[config.mk]
export PLATFORM = sky130hd
export DESIGN_NAME = mem_arbiter
export DESIGN_NICKNAME = d
export VERILOG_FILES = /design/src/mem_pkg.sv /design/src/mem_arbiter.sv
export VERILOG_INCLUDE_DIRS = /design/src /design/src/src
export SDC_FILE = /design/constraint.sdc
export NUM_CORES = 1
export LEC_CHECK = 0
export ABC_AREA = 1
export BUFFER_PORTS_ARGS = -buffer_cell sky130_fd_sc_hd__clkbuf_2
export CORE_MARGIN = 8
export CORE_UTILIZATION = 31
export DETAILED_ROUTE_END_ITERATION = 8
export GPL_TIMING_DRIVEN = 0
export HOLD_SLACK_MARGIN = 0.05
export PLACE_DENSITY = 0.87
export SLEW_MARGIN = 20
export SYNTH_ARGS = -nofsm -noshare
export SYNTH_HDL_FRONTEND = slang
export SYNTH_SLANG_ARGS = --single-unit
[constraint.sdc]
create_clock -name clk -period 2.6 [get_ports clk]
set_clock_uncertainty 0.1 [all_clocks]
set_input_delay 0.39 -clock clk [delete_from_list [all_inputs] [get_ports clk]]
set_output_delay 0.39 -clock clk [all_outputs]
set_load 0.05 [all_outputs]
[src/icache_settings.svh]
`ifndef ICACHE_SETTINGS_SVH
`define ICACHE_SETTINGS_SVH

// address split into tag, index and offset
`define ICACHE_TAG_SIZE     20
`define ICACHE_INDEX_SIZE   7
`define ICACHE_OFFSET_SIZE  5

`define ICACHE_SETS         128
`define ICACHE_BANKS        8   // 32-bit words per line

// credits handed out by memory after reset
`define MEM_CREDITS         2

`endif
[src/mem_pkg.sv]
`default_nettype none
`include "icache_settings.svh"

package mem_pkg;

    typedef logic [31:0] word_t;
    typedef logic [`ICACHE_BANKS*32-1:0] line_t;

    // request and response tag
    typedef enum logic {
        SRC_REFILL   = 1'b0,
        SRC_UNCACHED = 1'b1
    } mem_src_e;

    typedef enum logic {
        ARB_PREFER_REFILL,
        ARB_PREFER_UNC
    } arb_state_e;

endpackage

`default_nettype wire

[src/mem_arbiter.sv]
`timescale 1ns/100ps
`default_nettype none
`include "icache_settings.svh"

module mem_arbiter (
    input  logic              clk,
    input  logic              reset,
    input  logic              refill_req_i,
    input  mem_pkg::word_t    refill_addr_i,
    output logic              refill_grant_o,
    input  logic              unc_req_i,
    input  mem_pkg::word_t    unc_addr_i,
    output logic              unc_grant_o,
    output logic              refill_resp_valid_o,
    output logic              unc_resp_valid_o,
    output logic              mem_req_valid_o,
    output mem_pkg::word_t    mem_req_addr_o,
    output mem_pkg::mem_src_e mem_req_src_o,
    input  logic              mem_credit_i,
    input  logic              mem_resp_valid_i,
    input  mem_pkg::mem_src_e mem_resp_src_i
);

    localparam int CW = $clog2(`MEM_CREDITS + 1);

    logic [CW-1:0]       credits_q;
    mem_pkg::arb_state_e prio_q;
    logic                pick_unc, issue;

    // uncached wins if alone or if it is its turn
    assign pick_unc = unc_req_i && (!refill_req_i || prio_q == mem_pkg::ARB_PREFER_UNC);
    assign issue    = credits_q != '0 && (refill_req_i || unc_req_i);

    assign refill_grant_o  = issue && !pick_unc;
    assign unc_grant_o     = issue && pick_unc;
    assign mem_req_valid_o = issue;
    assign mem_req_addr_o  = pick_unc ? unc_addr_i : refill_addr_i;
    assign mem_req_src_o   = pick_unc ? mem_pkg::SRC_UNCACHED : mem_pkg::SRC_REFILL;

    always_ff @(posedge clk) begin
        if (reset) begin
            credits_q <= CW'(`MEM_CREDITS);
            prio_q    <= mem_pkg::ARB_PREFER_REFILL;
        end else begin
            credits_q <= credits_q + CW'(mem_credit_i) - CW'(issue);
            if (refill_grant_o) begin
                prio_q <= mem_pkg::ARB_PREFER_UNC;
            end else if (unc_grant_o) begin
                prio_q <= mem_pkg::ARB_PREFER_REFILL;
            end
        end
    end

    // responses come back in order and are steered by tag
    assign refill_resp_valid_o = mem_resp_valid_i && mem_resp_src_i == mem_pkg::SRC_REFILL;
    assign unc_resp_valid_o    = mem_resp_valid_i && mem_resp_src_i == mem_pkg::SRC_UNCACHED;

    // memory never hands back more credits than it granted
    assert property (@(posedge clk) disable iff (reset)
        credits_q <= CW'(`MEM_CREDITS));

    assert property (@(posedge clk) disable iff (reset)
        credits_q == '0 |-> !mem_req_valid_o);

endmodule

`default_nettype wire

==> results of run 1 <==
[worst max path at each step]
stage          cells after the start  slack (ps)                  to
2_1_floorplan                      4         720      refill_grant_o
3_3_place_gp                       8         820  mem_req_addr_o[25]
3_5_place_dp                       8         820  mem_req_addr_o[10]
4_1_cts                            8         710   mem_req_addr_o[3]
5_1_grt                            8         600  mem_req_addr_o[17]
6_report                           8         730  mem_req_addr_o[10]
[per-stage QoR]
stage | setup slack (ps) | hold slack (ps) | total power, mW | instance area (um^2) | std cells
final | 728 | 250 | 0.817 | 1290 | 279
after global routing | 597 | 250 | 0.880 | 1290 | 279
after CTS | 709 | 236 | 0.831 | 1290 | 279
after detailed placement | 815 | 359 | 0.743 | 1260 | 275
after global placement | 822 | 351 | 0.729 | 1260 | 275
after floorplan | 716 | 337 | 0.572 | 688 | 139
[worst max-delay path, cell delays in order, from the launching register on]
cell and delay, ps:
dfxtp_1 320, inv_1 50, nand2_2 70, nand2_4 90
inv_6 100, buf_6 140, nand2_1 50, nand2_1 50
clkbuf_2 280
[per-layer routing]
metal	routed length [um]	GRT usage, %	vias up
li1	-	-	630
met1	1120	14.0	473
met2	1530	26.5	60
met3	374	7.42	0
met4	0	2.56	0
met5	0	0	-
[synthesized netlist by cell type]
cell type	count	area share, %
inv_1	11	6.0
nand2_2	10	9.1
inv_6	1	1.3
buf_4	3	3.3
ha_1	2	3.6
buf_6	2	3.3
nor2_1	4	2.2
nand3b_1	1	1.1
nand2_4	1	1.6
xor2_1	1	1.3
nor2_2	2	1.8
a21oi_1	1	0.73
xnor2_1	1	1.3
buf_12	1	2.9
nand2_1	95	52
dfxtp_1	3	8.7
[cell usage in the layout (no fill, tap or decap)]
cell	n
inv_1	11
buf_12	1
clkbuf_1	1
buf_6	2
clkbuf_4	3
a21oi_1	1
nor2_2	2
dfxtp_1	3
nand2_1	95
xor2_1	1
ha_1	2
nand2_2	10
buf_4	3
xnor2_1	1
nor2_1	4
nand2_4	1
clkbuf_2	108
nand3b_1	1
inv_6	1
[registers in the layout, summed over array words and instances, names as in the netlist]
name / cells
prio_q: 1
credits_q: 2
[layout make-up]
class                   instances  area (um^2)  area share [%]
multi-input cells             118          513            39.8
flip-flops and latches          3         60.1            4.66
repair buffers                108          541            41.9
inverters                      12         50.0            3.88
plain buffers                   6         65.1            5.04
well taps                      28         35.0            2.72
clock buffers                   4         26.3            2.04
[kinds of logic after synthesis]
kind of cell             Yosys count
buffers and inverters             18
adder cells (fa/ha/maj)            2
AO/OA/AOI/OAI                      1
XOR/XNOR                           2
AND/OR/NAND/NOR                  113
flip-flops                         3
[power by group]
group	switching (mW)	total, mW	internal, mW
Clock	0.0236	0.0811	0.0575
Sequential	0.0156	0.0798	0.0643
Combinational	0.465	0.656	0.191
Total	0.504	0.817	0.312
==> flow_metrics.tcl, run 1 <==
set metrics [dict create \
    outcome "finished clean" \
    critPathLaunchType "register" \
    drc 0 \
    p_leak_nw 0.938 \
    reg2reg_depth 8 \
    r2r-start "credits_q[1]$_SDFF_PP1_" \
    hpwlAfterDp_um 2740 \
    cap_violations 0 \
    drive_above_1_share_pct 52.2 \
    hp-class "input port to register" \
    min_to "credits_q[0]$_SDFF_PP0_" \
    synth_xor_area_share_pct 2.55 \
    crit_arrival_ps 1380 \
    critPathCaptureType "primary output" \
    grt_pass1_wl_um 4810 \
    grt_setup_unrepaired "no" \
    synth_adder_area_share_pct 3.64 \
    peakVddDrop_v 0.000433 \
    floorplan.initialDensity_pct 32.0 \
    grt_pass1_vias 1096 \
    slew_headroom_pct 80.1 \
    num_antenna_cells 0 \
    slew_viol_final 0 \
    worstHoldStart "reset" \
    cts.path.max_buffers 2 \
    dieHeight_um 63.1 \
    yosys.area_share.simple_pct 67.6 \
    tightestPinTransition_ps 300 \
    post-cts-setup-buffers 0 \
    crit_required_ps 2110 \
    synth_top_family_by_area "simple AND/OR/NAND/NOR gates" \
    critical_path_class "register to primary output" \
    cts_resized 0 \
    clk_pin_slew_worst_paths_ps 40 \
    ys_warn_count 0 \
    r2r-end "credits_q[1]$_SDFF_PP1_" \
    final_util_pct 60.0 \
    min_path_cells 2 \
    nFillCells 229 \
    placeableCoreArea_um2 2150 \
    io_buffers 108 \
    synth_compound_area_share_pct 0.727 \
    antenna_found_initial 0 \
    grt_max_degree 11 \
    rrSetupSlack_ps 1130 \
    setup_viol 0 \
    gr-usage-all-layers_pct 14.4 \
    ys_ff_latch 3 \
    cts.htree.levels 1 \
    cts_buffers 3 \
    cp_max_fo 10 \
    place_congestion 0.816 \
    grt_overflow 0 \
    syn_inst 139 \
    synthMuxAreaShare_pct 0 \
    min_period_ps 1870 \
    hold_viol_final 0 \
    die_w_um 63.1 \
    seq_area_frac_synth_pct 8.73 \
    startpoint "prio_q$_SDFFE_PP0P_" \
    fmax_ghz 0.534 \
    routed_via_density 4.17 \
    setup_tns_ps 0 \
    fin_nets 325 \
    fp.dieArea_um2 3980 \
    wl_per_cell_um 10.8 \
    period_share_pct 72.0 \
    ctsRootBufferMaster "clkbuf_4" \
    cts_sinks 3 \
    cts_tree "built" \
    p_per_area_nw_per_um2 633 \
    num_rows 17 \
    wl_um 3020 \
    syn_area_per_cell_um2 4.95 \
    synth_area_um2 688 \
    area_growth_pct 87.5 \
    antenna_left 0 \
    firstDrtPassIters 5 \
    io_pins 109 \
    yosysUniqueCellTypes 16 \
    hold_buffers 0 \
    syn_nets 212 \
    first_iter_violations 43 \
    vias 1163 \
    clkLatencyLatePin_ps 230 \
]
Power figures use the tool's default switching activity.
==> run 2, diff against run 1 <==
--- a/config.mk
+++ b/config.mk
@@ -9,11 +9,11 @@
 export ABC_AREA = 1
 export BUFFER_PORTS_ARGS = -buffer_cell sky130_fd_sc_hd__clkbuf_2
 export CORE_MARGIN = 8
-export CORE_UTILIZATION = 31
+export CORE_UTILIZATION = 28
 export DETAILED_ROUTE_END_ITERATION = 8
 export GPL_TIMING_DRIVEN = 0
 export HOLD_SLACK_MARGIN = 0.05
-export PLACE_DENSITY = 0.87
+export PLACE_DENSITY = 0.79
 export SLEW_MARGIN = 20
 export SYNTH_ARGS = -nofsm -noshare
 export SYNTH_HDL_FRONTEND = slang
==> constraint.sdc (replaced) <==
create_clock -name clk -period 1.8 [get_ports clk]
set_clock_uncertainty 0.1 [all_clocks]
set_input_delay 0.27 -clock clk [delete_from_list [all_inputs] [get_ports clk]]
set_output_delay 0.27 -clock clk [all_outputs]
set_load 0.05 [all_outputs]
==> flow_metrics.tcl, run 2 (synthesized netlist as in run 1, its figures left out) <==
set metrics [dict create \
    pre_cts_ws_ps 254 \
    grt_setup_unrepaired "no" \
    cts.htree.levels 1 \
    hp-class "input port to register" \
    cts_tree "built" \
    gr-usage-all-layers_pct 11.7 \
    antenna_left 0 \
    first_iter_violations 13 \
    startpoint "prio_q$_SDFFE_PP0P_" \
    slowest_stage "dfxtp_1" \
    reg2reg_depth 8 \
    floorplan.initialDensity_pct 28.6 \
    critical_path_class "register to primary output" \
    multi_input_comb_area_um2 518 \
    fmax_ghz 0.583 \
    finalPower_mw 1.22 \
    vias 1163 \
    place_congestion 0.736 \
    grt_overflow 0 \
    regMostFlops "credits_q" \
    grt_use_met3_pct 5.10 \
    peakVddDrop_v 0.000849 \
    p_per_area_nw_per_um2 899 \
    min_period_ps 1710 \
    hold_viol_final 0 \
    grt_pass1_vias 984 \
    cts_sinks 3 \
    hpwlAfterDp_um 2590 \
    num_antenna_cells 0 \
    tightestPinTransition_ps 292 \
    slowest_delay_ps 320 \
    outcome "finished clean" \
    placeableCoreArea_um2 2410 \
    top_regs "credits_q: 2 flops, prio_q: 1 flops" \
    critPathLaunchType "register" \
    setup_viol 0 \
    wl_per_cell_um 10.3 \
    cp_max_fo 10 \
    io_pins 109 \
    final.setup.worst_slack_ps 85.7 \
    critPathCaptureType "primary output" \
    clkLatencyLatePin_ps 230 \
    wl_um 2900 \
    r2r-start "credits_q[1]$_SDFF_PP1_" \
    crit_arrival_ps 1340 \
    ctsRootBufferMaster "clkbuf_4" \
    antenna_found_initial 0 \
    r2r-end "credits_q[1]$_SDFF_PP1_" \
    fp.dieArea_um2 4300 \
    crit_chain "inv_1 -> nand2_2 -> nand2_4 -> inv_6 -> buf_12 -> nand2_2 -> nand2_1 -> buf_2" \
    drive_above_1_share_pct 52.2 \
    setup_tns_ps 0 \
    slew_headroom_pct 80.6 \
    nFillCells 270 \
    min_path_cells 2 \
    layout.area.seq_um2 60.1 \
    rrSetupSlack_ps 360 \
    crit_path_frequent_cell "nand2_2" \
    clk_pin_slew_worst_paths_ps 40 \
    critPathTopFamily "buffers and inverters" \
    path_depth 8 \
    drc 0 \
    met2_usage_pct 22.4 \
    dieHeight_um 65.6 \
    cts.path.max_buffers 2 \
    crit_required_ps 1430 \
    most-common-layout-cells "nand2_1 (95), clkbuf_2 (79), clkbuf_4 (19), inv_1 (11), nand2_2 (10)" \
    die_w_um 65.6 \
    p_leak_nw 0.950 \
    worstHoldStart "reset" \
    routed_via_density 4.14 \
    gr-usage-met1_pct 11.0 \
    io_buffers 108 \
    cts_buffers 3 \
    num_rows 18 \
    grt_pass1_wl_um 4170 \
    period_share_pct 95.2 \
    area_growth_pct 96.5 \
    firstDrtPassIters 4 \
    critPathBufInv 4 \
    fin_nets 325 \
    cap_violations 0 \
    layout_commonest_cell "nand2_1" \
    min_to "prio_q$_SDFFE_PP0P_" \
    slew_viol_final 0 \
    grt_busiest_layer "met2" \
    largest_register_ffs 2 \
    grt_max_degree 11 \
]
-- run 2: cell types whose count changed in the layout (fill, tap and decap cells not counted) --
cell | previous run | this run
clkbuf_2 | 108 | 79
buf_4 | 3 | 9
nor2_2 | 2 | 1
nor2_4 | 0 | 1
buf_2 | 0 | 7
clkbuf_4 | 3 | 19
-- run 2: layer usage --
metal	wire (um)	part of all wire, %
met1	941	32
met2	1580	54
met3	362	12
met4	17	0.59
met5	0	0
-- run 2: area by class of cell --
cell class / count / area share (%)
Tap cell: 30 / 2.78
Multi-Input combinational cell: 118 / 38.3
Sequential cell: 3 / 4.44
Clock buffer: 4 / 1.94
Inverter: 12 / 3.70
Buffer: 6 / 4.81
Timing Repair Buffer: 108 / 44.0
-- run 2: power breakdown --
| part | switching [mW] | internal (mW) |
|---|---|---|
| Clock | 0.0374 | 0.0832 |
| Combinational | 0.668 | 0.312 |
| Sequential | 0.0220 | 0.0928 |
-- run 2: repair_timing --
action / in CTS / in global routing
hold endpoints to repair: 0 / 0
hold buffers: 0 / 0
setup endpoints to repair: 0 / 29
setup buffers: 0 / 0
resized for setup: 0 / 57
-- run 2: worst max path at each step --
stage	end
final	mem_req_addr_o[22]
after global routing	mem_req_addr_o[26]
after CTS	mem_req_addr_o[17]
after detailed placement	mem_req_addr_o[11]
after global placement	mem_req_addr_o[8]
after floorplan	unc_grant_o
-- run 2: metrics by stage --
step / hold slack, ps / area [um^2] / cells / util (%)
2_1_floorplan: 239 / 693 / 139 / -
3_3_place_gp: 355 / 1270 / 277 / 52.8
3_5_place_dp: 354 / 1270 / 277 / 52.8
4_1_cts: 120 / 1300 / 281 / 53.8
5_1_grt: 122 / 1350 / 281 / 56.1
6_report: 118 / 1350 / 281 / 56.1
-- run 2: worst reg2reg max path: cells and delay by family (launching register included) --
kind	cells	cell delay, ps
flip-flops	1	350
buffers and inverters	2	100
adder cells (fa/ha/maj)	2	440
AND/OR/NAND/NOR	4	340
