[src/icache_settings.svh]
`ifndef ICACHE_SETTINGS_SVH
`define ICACHE_SETTINGS_SVH

// address split into tag, index and offset
`define ICACHE_TAG_SIZE     20
`define ICACHE_INDEX_SIZE   7
`define ICACHE_OFFSET_SIZE  5

`define ICACHE_SETS         128
`define ICACHE_BANKS        8   // 32-bit words per line

// credits handed out by memory after reset
`define MEM_CREDITS         2

`endif
[src/mem_pkg.sv]
`default_nettype none
`include "icache_settings.svh"

package mem_pkg;

    typedef logic [31:0] word_t;
    typedef logic [`ICACHE_BANKS*32-1:0] line_t;

    // request and response tag
    typedef enum logic {
        SRC_REFILL   = 1'b0,
        SRC_UNCACHED = 1'b1
    } mem_src_e;

    typedef enum logic {
        ARB_PREFER_REFILL,
        ARB_PREFER_UNC
    } arb_state_e;

endpackage

`default_nettype wire

[src/fetch_pkg.sv]
`default_nettype none

package fetch_pkg;

    // cache maintenance modes
    typedef enum logic [1:0] {
        CACOP_INDEX_ALL = 2'd0,  // both ways of an index
        CACOP_INDEX_WAY = 2'd1,  // way picked by address bit 0
        CACOP_HIT       = 2'd2   // way whose tag matches
    } cacop_mode_e;

    typedef enum logic [2:0] {
        IDLE,
        LOOKUP,
        MISS_REQ,
        MISS_WAIT,
        UNCACHED_WAIT
    } icache_state_e;

    // single-word reader
    typedef enum logic [1:0] {
        UNC_IDLE,
        UNC_REQ,
        UNC_WAIT
    } unc_state_e;

endpackage

`default_nettype wire

[src/uncached_fetch.sv]
`timescale 1ns/100ps
`default_nettype none
`include "icache_settings.svh"

module uncached_fetch (
    input  logic           clk,
    input  logic           reset,
    input  logic           unc_start_i,
    input  mem_pkg::word_t unc_addr_i,
    output logic           unc_done_o,
    output mem_pkg::word_t unc_word_o,
    output logic           unc_req_o,
    output mem_pkg::word_t unc_addr_o,
    input  logic           unc_grant_i,
    input  logic           unc_resp_valid_i,
    input  mem_pkg::line_t resp_data_i
);

    localparam int OFS_W = `ICACHE_OFFSET_SIZE;

    fetch_pkg::unc_state_e state_q;
    mem_pkg::word_t        addr_q;

    always_ff @(posedge clk) begin
        if (reset) begin
            state_q <= fetch_pkg::UNC_IDLE;
        end else begin
            case (state_q)
                fetch_pkg::UNC_IDLE: if (unc_start_i) state_q <= fetch_pkg::UNC_REQ;
                fetch_pkg::UNC_REQ:  if (unc_grant_i) state_q <= fetch_pkg::UNC_WAIT;
                fetch_pkg::UNC_WAIT: if (unc_resp_valid_i) state_q <= fetch_pkg::UNC_IDLE;
                default:             state_q <= fetch_pkg::UNC_IDLE;
            endcase
        end
    end

    always_ff @(posedge clk) begin
        if (state_q == fetch_pkg::UNC_IDLE && unc_start_i) begin
            addr_q <= unc_addr_i;
        end
    end

    assign unc_req_o  = state_q == fetch_pkg::UNC_REQ;
    assign unc_addr_o = {addr_q[31:OFS_W], {OFS_W{1'b0}}};  // whole line from memory
    assign unc_done_o = state_q == fetch_pkg::UNC_WAIT && unc_resp_valid_i;
    assign unc_word_o = resp_data_i[{addr_q[OFS_W-1:2], 5'b0} +: 32];

endmodule

`default_nettype wire

[config.mk]
export PLATFORM = sky130hd
export DESIGN_NAME = uncached_fetch
export DESIGN_NICKNAME = d
export VERILOG_FILES = /design/src/mem_pkg.sv /design/src/fetch_pkg.sv /design/src/uncached_fetch.sv
export VERILOG_INCLUDE_DIRS = /design/src /design/src/src
export SDC_FILE = /design/constraint.sdc
export NUM_CORES = 1
export LEC_CHECK = 0
export ABC_AREA = 1
export BUFFER_PORTS_ARGS = -buffer_cell sky130_fd_sc_hd__buf_2
export CAP_MARGIN = 20
export CORE_AREA = 2 2 139 141
export DETAILED_ROUTE_END_ITERATION = 7
export DIE_AREA = 0 0 141 143
export HOLD_SLACK_MARGIN = 0.08
export PLACE_DENSITY = 0.5
export SYNTH_ARGS = -nofsm -noshare
export SYNTH_HDL_FRONTEND = slang
export SYNTH_SLANG_ARGS = --single-unit
[constraint.sdc]
create_clock -name clk -period 2.05 [get_ports clk]
set_clock_uncertainty 0.05 [all_clocks]
set_input_delay 0 -clock clk [delete_from_list [all_inputs] [get_ports clk]]
set_output_delay 0 -clock clk [all_outputs]
set_load 0.005 [all_outputs]
==> results.yml, run 1 <==
routing:
  finalWirelength_um: 18300
  first_pass_iters: 5
  route.detailed.drc: 0
  vias: 5380
  vias_per_cell: 4.30
  drtIter0Drc: 160
  ant_nets: 0
  routedWlPerCell_um: 14.6
placed_design:
  pre_cts_slack_ns: 0.387
  dp_hpwl_um: 13200
  io_buffers: 351
  gp_congestion: 0.822
synthesis:
  synthesis.area_um2: 3960
  synth_area_leaders: "nand2_1 28%, edfxtp_1 23%, nand2_2 8.9%"
  synth_cell_types: 19
  yosysTopAreaCellShare_pct: 28.5
  yosysSeqAreaShare_pct: 23.8
  synth.area.mux_share_pct: 0
  synth_top_area_cell: "nand2_1"
  yosysWarnings: 0
  synthSimpleGateAreaFrac_pct: 43.9
  synth_top_family_by_area: "simple AND/OR/NAND/NOR gates"
  syn_inst: 676
  synth-xor-area-share_pct: 0
  synth_area_per_cell_um2: 5.85
  ys_seq_elements: 32
  synth_adder_area_share_pct: 0
  synth_compound_area_share_pct: 16.5
setup_path:
  crit_fanout: 64
  startpoint_type: "flop"
  slowest_delay_ns: 0.51
  cp.arrival_ns: 1.88
  reg2reg_depth: 5
  crit_path_frequent_cell: "nand2_1"
  critPathBufInv: 3
  cp_slowest_cell: "edfxtp_1"
  cp_cell_sequence: "buf_12 -> buf_8 -> o21ai_0 -> o21ai_1 -> nand2_1 -> nand2_1 -> buf_2"
  required_ns: 2.00
  cp.depth: 7
  crit_family: "buffers and inverters"
  critPathKind: "flop to output pin"
  end_kind: "output pin"
timing:
  final.min_clock_period_ns: 1.93
  timing.final.hold_violations: 0
  worst_slack_ns: 0.115
  grt_setup_unrepaired: "no"
  setup_viol: 0
  post-route-period-util_pct: 94.4
  max_freq_mhz: 517
  slew_violations: 0
  fin_setup_tns_ns: 0
cts:
  cts_root_buffer: "clkbuf_16"
  numCtsBuffers: 5
  insertion_delay_ns: 0.27
  clk_pin_slew_ns: 0.05
  h-tree-depth: 2
  numClockSinks: 32
  clk_path_buf_depth: 2
  cts_tree: "done"
power_and_ir_drop:
  total_power_mw: 2.66
  p_leak_nw: 3.42
  powerDensity_nw_per_um2: 427
  ir_drop_mv: 0.907
global_routing:
  grt_pass1_wl_um: 25800
  antenna_found_initial: 0
  track_usage_pct: 16.0
  grt.overflow.total: 0
  grt_start_max_net_pins: 129
  grt_pass1_vias: 4959
floorplan:
  std_cell_rows: 50
  design.core.area_um2: 18600
  pin_count: 359
  dieArea_um2: 20200
  initial_core_util_pct: 21.3
  die_width_um: 141
  die_h_um: 143
run_status:
  status: "complete, no violations"
flow_run:
  cap_violations: 0
cells_and_area:
  final_core_util_pct: 33.5
  drive_gt1_share_pct: 43.1
  diodes: 0
  area_growth_pct: 57.2
  final_nets: 1309
worst_hold_path:
  whs_path_depth: 4
  hold_path.class: "input pin to output pin"
worst min-delay path, delay by kind of cell:
kind,cells,cell delay (ns)
buf+inv,3,0.26
simple gates,1,0.03
cell type report:
cell class | instances | area [um2]
Clock buffer | 7 | 133
Clock inverter | 1 | 5.00
Fill cell | 2071 | 12400
Inverter | 8 | 35.0
Multi-Input combinational cell | 560 | 2410
Sequential cell | 32 | 941
Tap cell | 234 | 293
Timing Repair Buffer | 409 | 2410
where the power goes:
group | leakage, nW | total [mW] | switching (mW) | internal [mW]
Combinational | 3.05 | 1.18 | 0.619 | 0.565
Clock | 0.0679 | 0.687 | 0.240 | 0.447
Sequential | 0.304 | 0.785 | 0.0154 | 0.769
Total | 3.42 | 2.66 | 0.875 | 1.78
final timing paths:
path                                       start              to  slack, ns
worst max-delay path                   addr_q[2]  unc_word_o[23]       0.12
worst min register to register        state_q[0]       addr_q[7]       0.65
worst max register to register        state_q[0]      state_q[1]       0.60
worst min-delay path            unc_resp_valid_i      unc_done_o       0.24
stage by stage:
| step | hold slack [ns] | instances | instance area, um2 |
|---|---|---|---|
| 3_5_place_dp | 0.128 | 1205 | 5680 |
| 6_report | 0.245 | 1251 | 6220 |
| 3_3_place_gp | 0.127 | 1205 | 5680 |
| 4_1_cts | 0.244 | 1248 | 6170 |
| 2_1_floorplan | 0.0191 | 680 | 3970 |
| 5_1_grt | 0.267 | 1251 | 6220 |
registers in the layout (all words and copies together) (netlist names):
register  flops
addr_q       30
state_q       2
cell usage after synthesis, drive strengths merged:
cell type  instances
a21oi              1
a31oi              1
buf               66
clkbuf            14
conb               1
dfxtp              2
edfxtp            30
inv                8
nand2            356
nor2              69
o21ai            128
layer usage:
layer  vias up  share of wire (%)  track usage [%]
met5         -                  0                0
li1       2778                  -                -
met3        29                8.9             3.99
met4         0                2.2             4.63
met1      2313                 40             19.6
met2       260                 48             27.9
logic make-up after synthesis:
| group | count (synthesis) |
|---|---|
| AND/OR/NAND/NOR | 425 |
| AO/OA/AOI/OAI | 130 |
| buffers and inverters | 88 |
| flip-flops | 32 |
| other | 1 |
placed cells by master, fill, tap and decap left out, types with 2 or more instances in the layout:
cell             n
buf_4           12
nor2_1          69
nand2_1        300
nand2_2         56
o21ai_1         64
buf_12           8
o21ai_0         64
clkbuf_1         2
dfxtp_1          2
conb_1           5
inv_1            6
clkbuf_16        6
edfxtp_1        30
dlygate4sd3_1   35
buf_2          351
timing repair:
item | 4_1_cts | 5_1_grt
setup endpoints to repair | 0 | 5
endpoints found under the hold margin | 33 | 0
hold buffers | 35 | 0
resized for setup | 0 | 4
buffers inserted | 0 | 1
(Power assumes the default switching activity.)
==> run 2, diff against run 1 <==
==> constraint.sdc (replaced) <==
create_clock -name clk -period 1.9 [get_ports clk]
set_clock_uncertainty 0.05 [all_clocks]
set_input_delay 0 -clock clk [delete_from_list [all_inputs] [get_ports clk]]
set_output_delay 0 -clock clk [all_outputs]
set_load 0.005 [all_outputs]
==> run 2 against run 1 <==
Effect of this change:
- die area is the same
- cell area grew 3.3%
- core utilization grew 1.1 points
- non-clock buffer count grew 5
- total power grew 11%
- global-route usage grew 0.24 points
- register-to-register slack lost 0.15 ns
- flip-flop and latch count is the same
- critical path depth grew 3
- combinational power grew 15%
- worst setup slack gained 0.0075 ns
- via count grew 0.43%
- critical endpoint is now unc_word_o[3]
- largest cell class unchanged
==> results.yml, run 2 (synthesis results as in run 1) <==
run_status:
  status: "complete, no violations"
placed_design:
  io_buffers: 351
  gp_congestion: 0.828
  placed_cells: 1199
  placed_area_um2: 5660
  dp_hpwl_um: 13200
  pre_cts_slack_ns: 0.233
cells_and_area:
  largest_reg_flops: 30
  regMostFlops: "addr_q"
  top_regs: "addr_q: 30 flops, state_q: 2 flops"
  diodes: 0
  area_growth_pct: 62.4
  final_nets: 1314
  final_common_cell: "buf_2"
  final_cells: 1256
  mostFrequentLayoutCells: "351 x buf_2, 300 x nand2_1, 69 x nor2_1"
  design_area_um2: 6430
  drive_gt1_share_pct: 43.5
floorplan:
  pin_count: 359
  initial_core_util_pct: 21.3
  design.core.area_um2: 18600
  std_cell_rows: 50
  die_width_um: 141
  die_h_um: 143
  dieArea_um2: 20200
global_routing:
  grt_start_max_net_pins: 67
  track_usage_pct: 16.3
  antenna_found_initial: 0
  grt.overflow.total: 0
  grt_pass1_wl_um: 26200
  grt_pass1_vias: 5011
cts:
  cts_tree: "done"
  insertion_delay_ns: 0.28
  h-tree-depth: 2
  clk_pin_slew_ns: 0.05
  numCtsBuffers: 5
  numClockSinks: 32
  clk_path_buf_depth: 2
  cts_root_buffer: "clkbuf_16"
flow_run:
  cap_violations: 0
timing:
  grt_setup_unrepaired: "no"
  final.min_clock_period_ns: 1.78
  fin_setup_tns_ns: 0
  setup_viol: 0
  post-route-period-util_pct: 93.5
  slew_violations: 0
  timing.final.hold_violations: 0
  worst_slack_ns: 0.123
  max_freq_mhz: 563
setup_path:
  crit_fanout: 9
  startpoint_type: "flop"
  end_kind: "output pin"
  cp.arrival_ns: 1.73
  critPathKind: "flop to output pin"
  required_ns: 1.85
power_and_ir_drop:
  powerDensity_nw_per_um2: 457
  total_power_mw: 2.94
  p_leak_nw: 3.51
  ir_drop_mv: 0.634
routing:
  vias_per_cell: 4.30
  drtIter0Drc: 216
  routedWlPerCell_um: 15.2
  ant_nets: 0
  first_pass_iters: 4
  finalWirelength_um: 19100
  route.detailed.drc: 0
  vias: 5403
worst_hold_path:
  hold_path.class: "input pin to flop"
## run 2: cell count changes in the layout (fill, tap and decap cells not counted), moves of 2 or more
| cell | previous run | this run |
|---|---|---|
| buf_12 | 8 | 5 |
| clkbuf_16 | 6 | 12 |
| o21ai_2 | 0 | 2 |
| buf_4 | 12 | 10 |
| buf_16 | 0 | 5 |
| o21ai_1 | 64 | 62 |
## run 2: critical path: stages (launching register included)
cell	delay, ns
edfxtp_1	0.46
clkinv_4	0.14
buf_4	0.16
buf_12	0.14
nand2_2	0.04
nand2_1	0.05
nand2_1	0.06
o21ai_1	0.13
nand2_1	0.09
nand2_1	0.06
buf_2	0.12
## run 2: what timing repair did
action                                  CTS  global route
hold buffers                             34             0
endpoints found under the hold margin    32             0
endpoints found under the setup margin   17            17
setup buffers                             2             6
resized for setup                         0            10
gates cloned                              0             7
## run 2: metal layers
metal	global-route usage [%]	vias up	wire length (um)
li1	-	2794	-
met1	19.4	2346	7740
met2	29.8	249	9570
met3	3.66	14	1590
met4	3.84	0	200
met5	0	-	0
## run 2: path summary, 6_finish.rpt
path              cells past startpoint  slack (ns)   startpoint       endpoint
setup / recovery                     10        0.12    addr_q[2]  unc_word_o[3]
hold / removal                        3        0.10  unc_start_i      addr_q[7]
setup reg to reg                      5        0.45   state_q[0]     state_q[1]
hold reg to reg                       3        0.66   state_q[0]      addr_q[7]
## run 2: report_power, final
| part | switching [mW] | internal, mW | total, mW |
|---|---|---|---|
| clock network | 0.257 | 0.479 | 0.736 |
| logic | 0.694 | 0.662 | 1.36 |
| registers | 0.0157 | 0.830 | 0.846 |
| total | 0.967 | 1.97 | 2.94 |
## run 2: metrics by stage
stage / utilization (%) / hold slack [ns]
floorplan: - / 0.0191
global placement: 30.5 / 0.126
finish: 34.6 / 0.104
global route: 34.6 / 0.121
detailed placement: 30.5 / 0.128
CTS: 33.1 / 0.0939
## run 2: final cells by class
type	instances	area, um2
Multi-Input combinational cell	560	2410
Clock buffer	7	133
Clock inverter	1	3.75
Sequential cell	32	941
Tap cell	234	293
Fill cell	2078	12200
Timing Repair Buffer	414	2610
Inverter	8	35.0
==> run 3, diff against run 2 <==
==> constraint.sdc (replaced) <==
create_clock -name clk -period 1.9 [get_ports clk]
set_clock_uncertainty 0.05 [all_clocks]
set_input_delay 0.38 -clock clk [delete_from_list [all_inputs] [get_ports clk]]
set_output_delay 0.38 -clock clk [all_outputs]
set_load 0.005 [all_outputs]
==> run 3 against run 2 <==
Effect of this change:
- the run now ends with setup timing left
- maximum frequency fell by 17%
- core utilization rose by 0.84 points
- total power rose by 5.0%
- clock power rose by 6.5%
- flip-flop and latch count did not move
- first-iteration DRC count rose by 31%
- sequential share of layout area fell by 0.35 points
- worst setup slack got worse by 0.36 ns
- critical path type unchanged
- critical endpoint is now unc_word_o[30]
- largest cell class is now multi-input combinational cells
==> results.yml, run 3 (synthesis results as in run 1) <==
timing:
  max_freq_mhz: 467
  worst_slack_ns: -0.240
  fin_setup_tns_ns: -6.32
  slew_violations: 0
  final.min_clock_period_ns: 2.14
  timing.final.hold_violations: 0
  setup_viol: 32
  grt_setup_unrepaired: "yes"
  fin_hold_ws_ns: 0.227
  post-route-period-util_pct: 113
cells_and_area:
  ff_latch_area_um2: 941
  design_area_um2: 6580
  final_cells: 1242
  largest_reg_flops: 30
  top_regs: "addr_q: 30 flops, state_q: 2 flops"
  final_core_util_pct: 35.4
  multi_input_area_um2: 2590
  regMostFlops: "addr_q"
  final_nets: 1300
  drive_gt1_share_pct: 50.3
  fill_cells: 2104
  mostFrequentLayoutCells: "350 x buf_2, 281 x nand2_1, 72 x o21ai_1"
  final_common_cell: "buf_2"
  area_growth_pct: 66.3
  diodes: 0
cts:
  cts_tree: "done"
  insertion_delay_ns: 0.27
  clk_path_buf_depth: 2
  h-tree-depth: 2
  numClockSinks: 32
  numCtsBuffers: 5
  clk_pin_slew_ns: 0.05
  cts_root_buffer: "clkbuf_16"
  hold_buffers: 0
global_routing:
  antenna_found_initial: 1
  grt.overflow.total: 0
  grt_pass1_wl_um: 27400
  track_usage_pct: 17.1
  grt_pass1_vias: 5219
  grt_start_max_net_pins: 59
power_and_ir_drop:
  ir_drop_mv: 0.793
  powerDensity_nw_per_um2: 469
  total_power_mw: 3.08
  p_leak_nw: 3.59
routing:
  finalWirelength_um: 18900
  vias: 5377
  first_pass_iters: 4
  routedWlPerCell_um: 15.2
  ant_nets: 0
  vias_per_cell: 4.33
  route.detailed.drc: 0
  drtIter0Drc: 282
worst_hold_path:
  whs_path_depth: 2
  hold_end: "state_q[0]"
  min_from: "reset"
  hold_path.class: "input pin to flop"
placed_design:
  placed_cells: 1216
  gp_congestion: 0.866
  dp_hpwl_um: 13900
  placed_area_um2: 5810
  io_buffers: 351
  pre_cts_slack_ns: -0.0472
floorplan:
  pin_count: 359
  die_h_um: 143
  dieArea_um2: 20200
  die_width_um: 141
  initial_core_util_pct: 21.3
  std_cell_rows: 50
  design.core.area_um2: 18600
setup_path:
  slowest_delay_ns: 0.40
  crit_fanout: 8
  required_ns: 1.47
  r2r_slack_ns: 0.56
  reg2reg_depth: 4
  crit_family: "buffers and inverters"
  r2r-start: "state_q[1]"
  crit_path_frequent_cell: "nand2_1"
  end_kind: "output pin"
  critPathBufInv: 5
  startpoint_type: "flop"
  cp_slowest_cell: "edfxtp_1"
  cp_cell_sequence: "buf_6 -> inv_12 -> buf_12 -> clkbuf_16 -> nand2_2 -> nand2_1 -> nand2_1 -> o21ai_1 -> nand2_1 -> nand2_1 -> buf_2"
  cp.arrival_ns: 1.71
  r2r_end: "addr_q[5]"
  critPathKind: "flop to output pin"
run_status:
  status: "finished, violations left"
  violations: "setup timing"
flow_run:
  cap_violations: 0
-- run 3: cell count changes in the layout (fill, tap and decap cells not counted), moves of 3 or more --
cell	delta
nand2_4	+8
o21ai_2	+18
clkbuf_16	-3
dlygate4sd3_1	-34
buf_6	+7
buf_12	+8
buf_8	+5
nand2_1	-19
o21ai_0	-28
o21ai_1	+10
nand2_2	+11
nor2_1	-4
-- run 3: metal layers --
metal  up-vias  GRT usage (%)  part of all wire [%]  routed length (um)
met5         -              0                 0.090                  17
met4         2           4.74                   1.8                 347
met3        24           3.35                   6.7                1260
met2       225           30.2                    48                9140
met1      2357           21.2                    43                8090
li1       2769              -                     -                   -
-- run 3: worst max-delay path by stage --
| stage | start | end | cells past startpoint |
|---|---|---|---|
| after global placement | addr_q[2] | unc_word_o[4] | 8 |
| after CTS | addr_q[2] | unc_word_o[17] | 12 |
| after global routing | addr_q[2] | unc_word_o[17] | 11 |
| after floorplan | addr_q[2] | unc_word_o[10] | 10 |
| final | addr_q[2] | unc_word_o[30] | 11 |
| after detailed placement | addr_q[2] | unc_word_o[4] | 8 |
-- run 3: where the power goes --
part | total [mW] | switching (mW) | leakage, nW | internal, mW
Sequential | 0.844 | 0.0142 | 0.304 | 0.830
Clock | 0.784 | 0.268 | 0.0716 | 0.516
Combinational | 1.46 | 0.740 | 3.21 | 0.716
-- run 3: layout make-up --
type / instances / area share [%]
Clock buffer: 7 / 2.17
Clock inverter: 1 / 0.0570
Inverter: 8 / 0.646
Multi-Input combinational cell: 560 / 39.3
Sequential cell: 32 / 14.3
Tap cell: 234 / 4.45
Timing Repair Buffer: 400 / 39.1
-- run 3: repair_timing --
item	4_1_cts	5_1_grt
cloned	7	4
gates resized for setup	86	28
pin swaps	21	14
endpoints found under the setup margin	32	32
buffers inserted	8	1
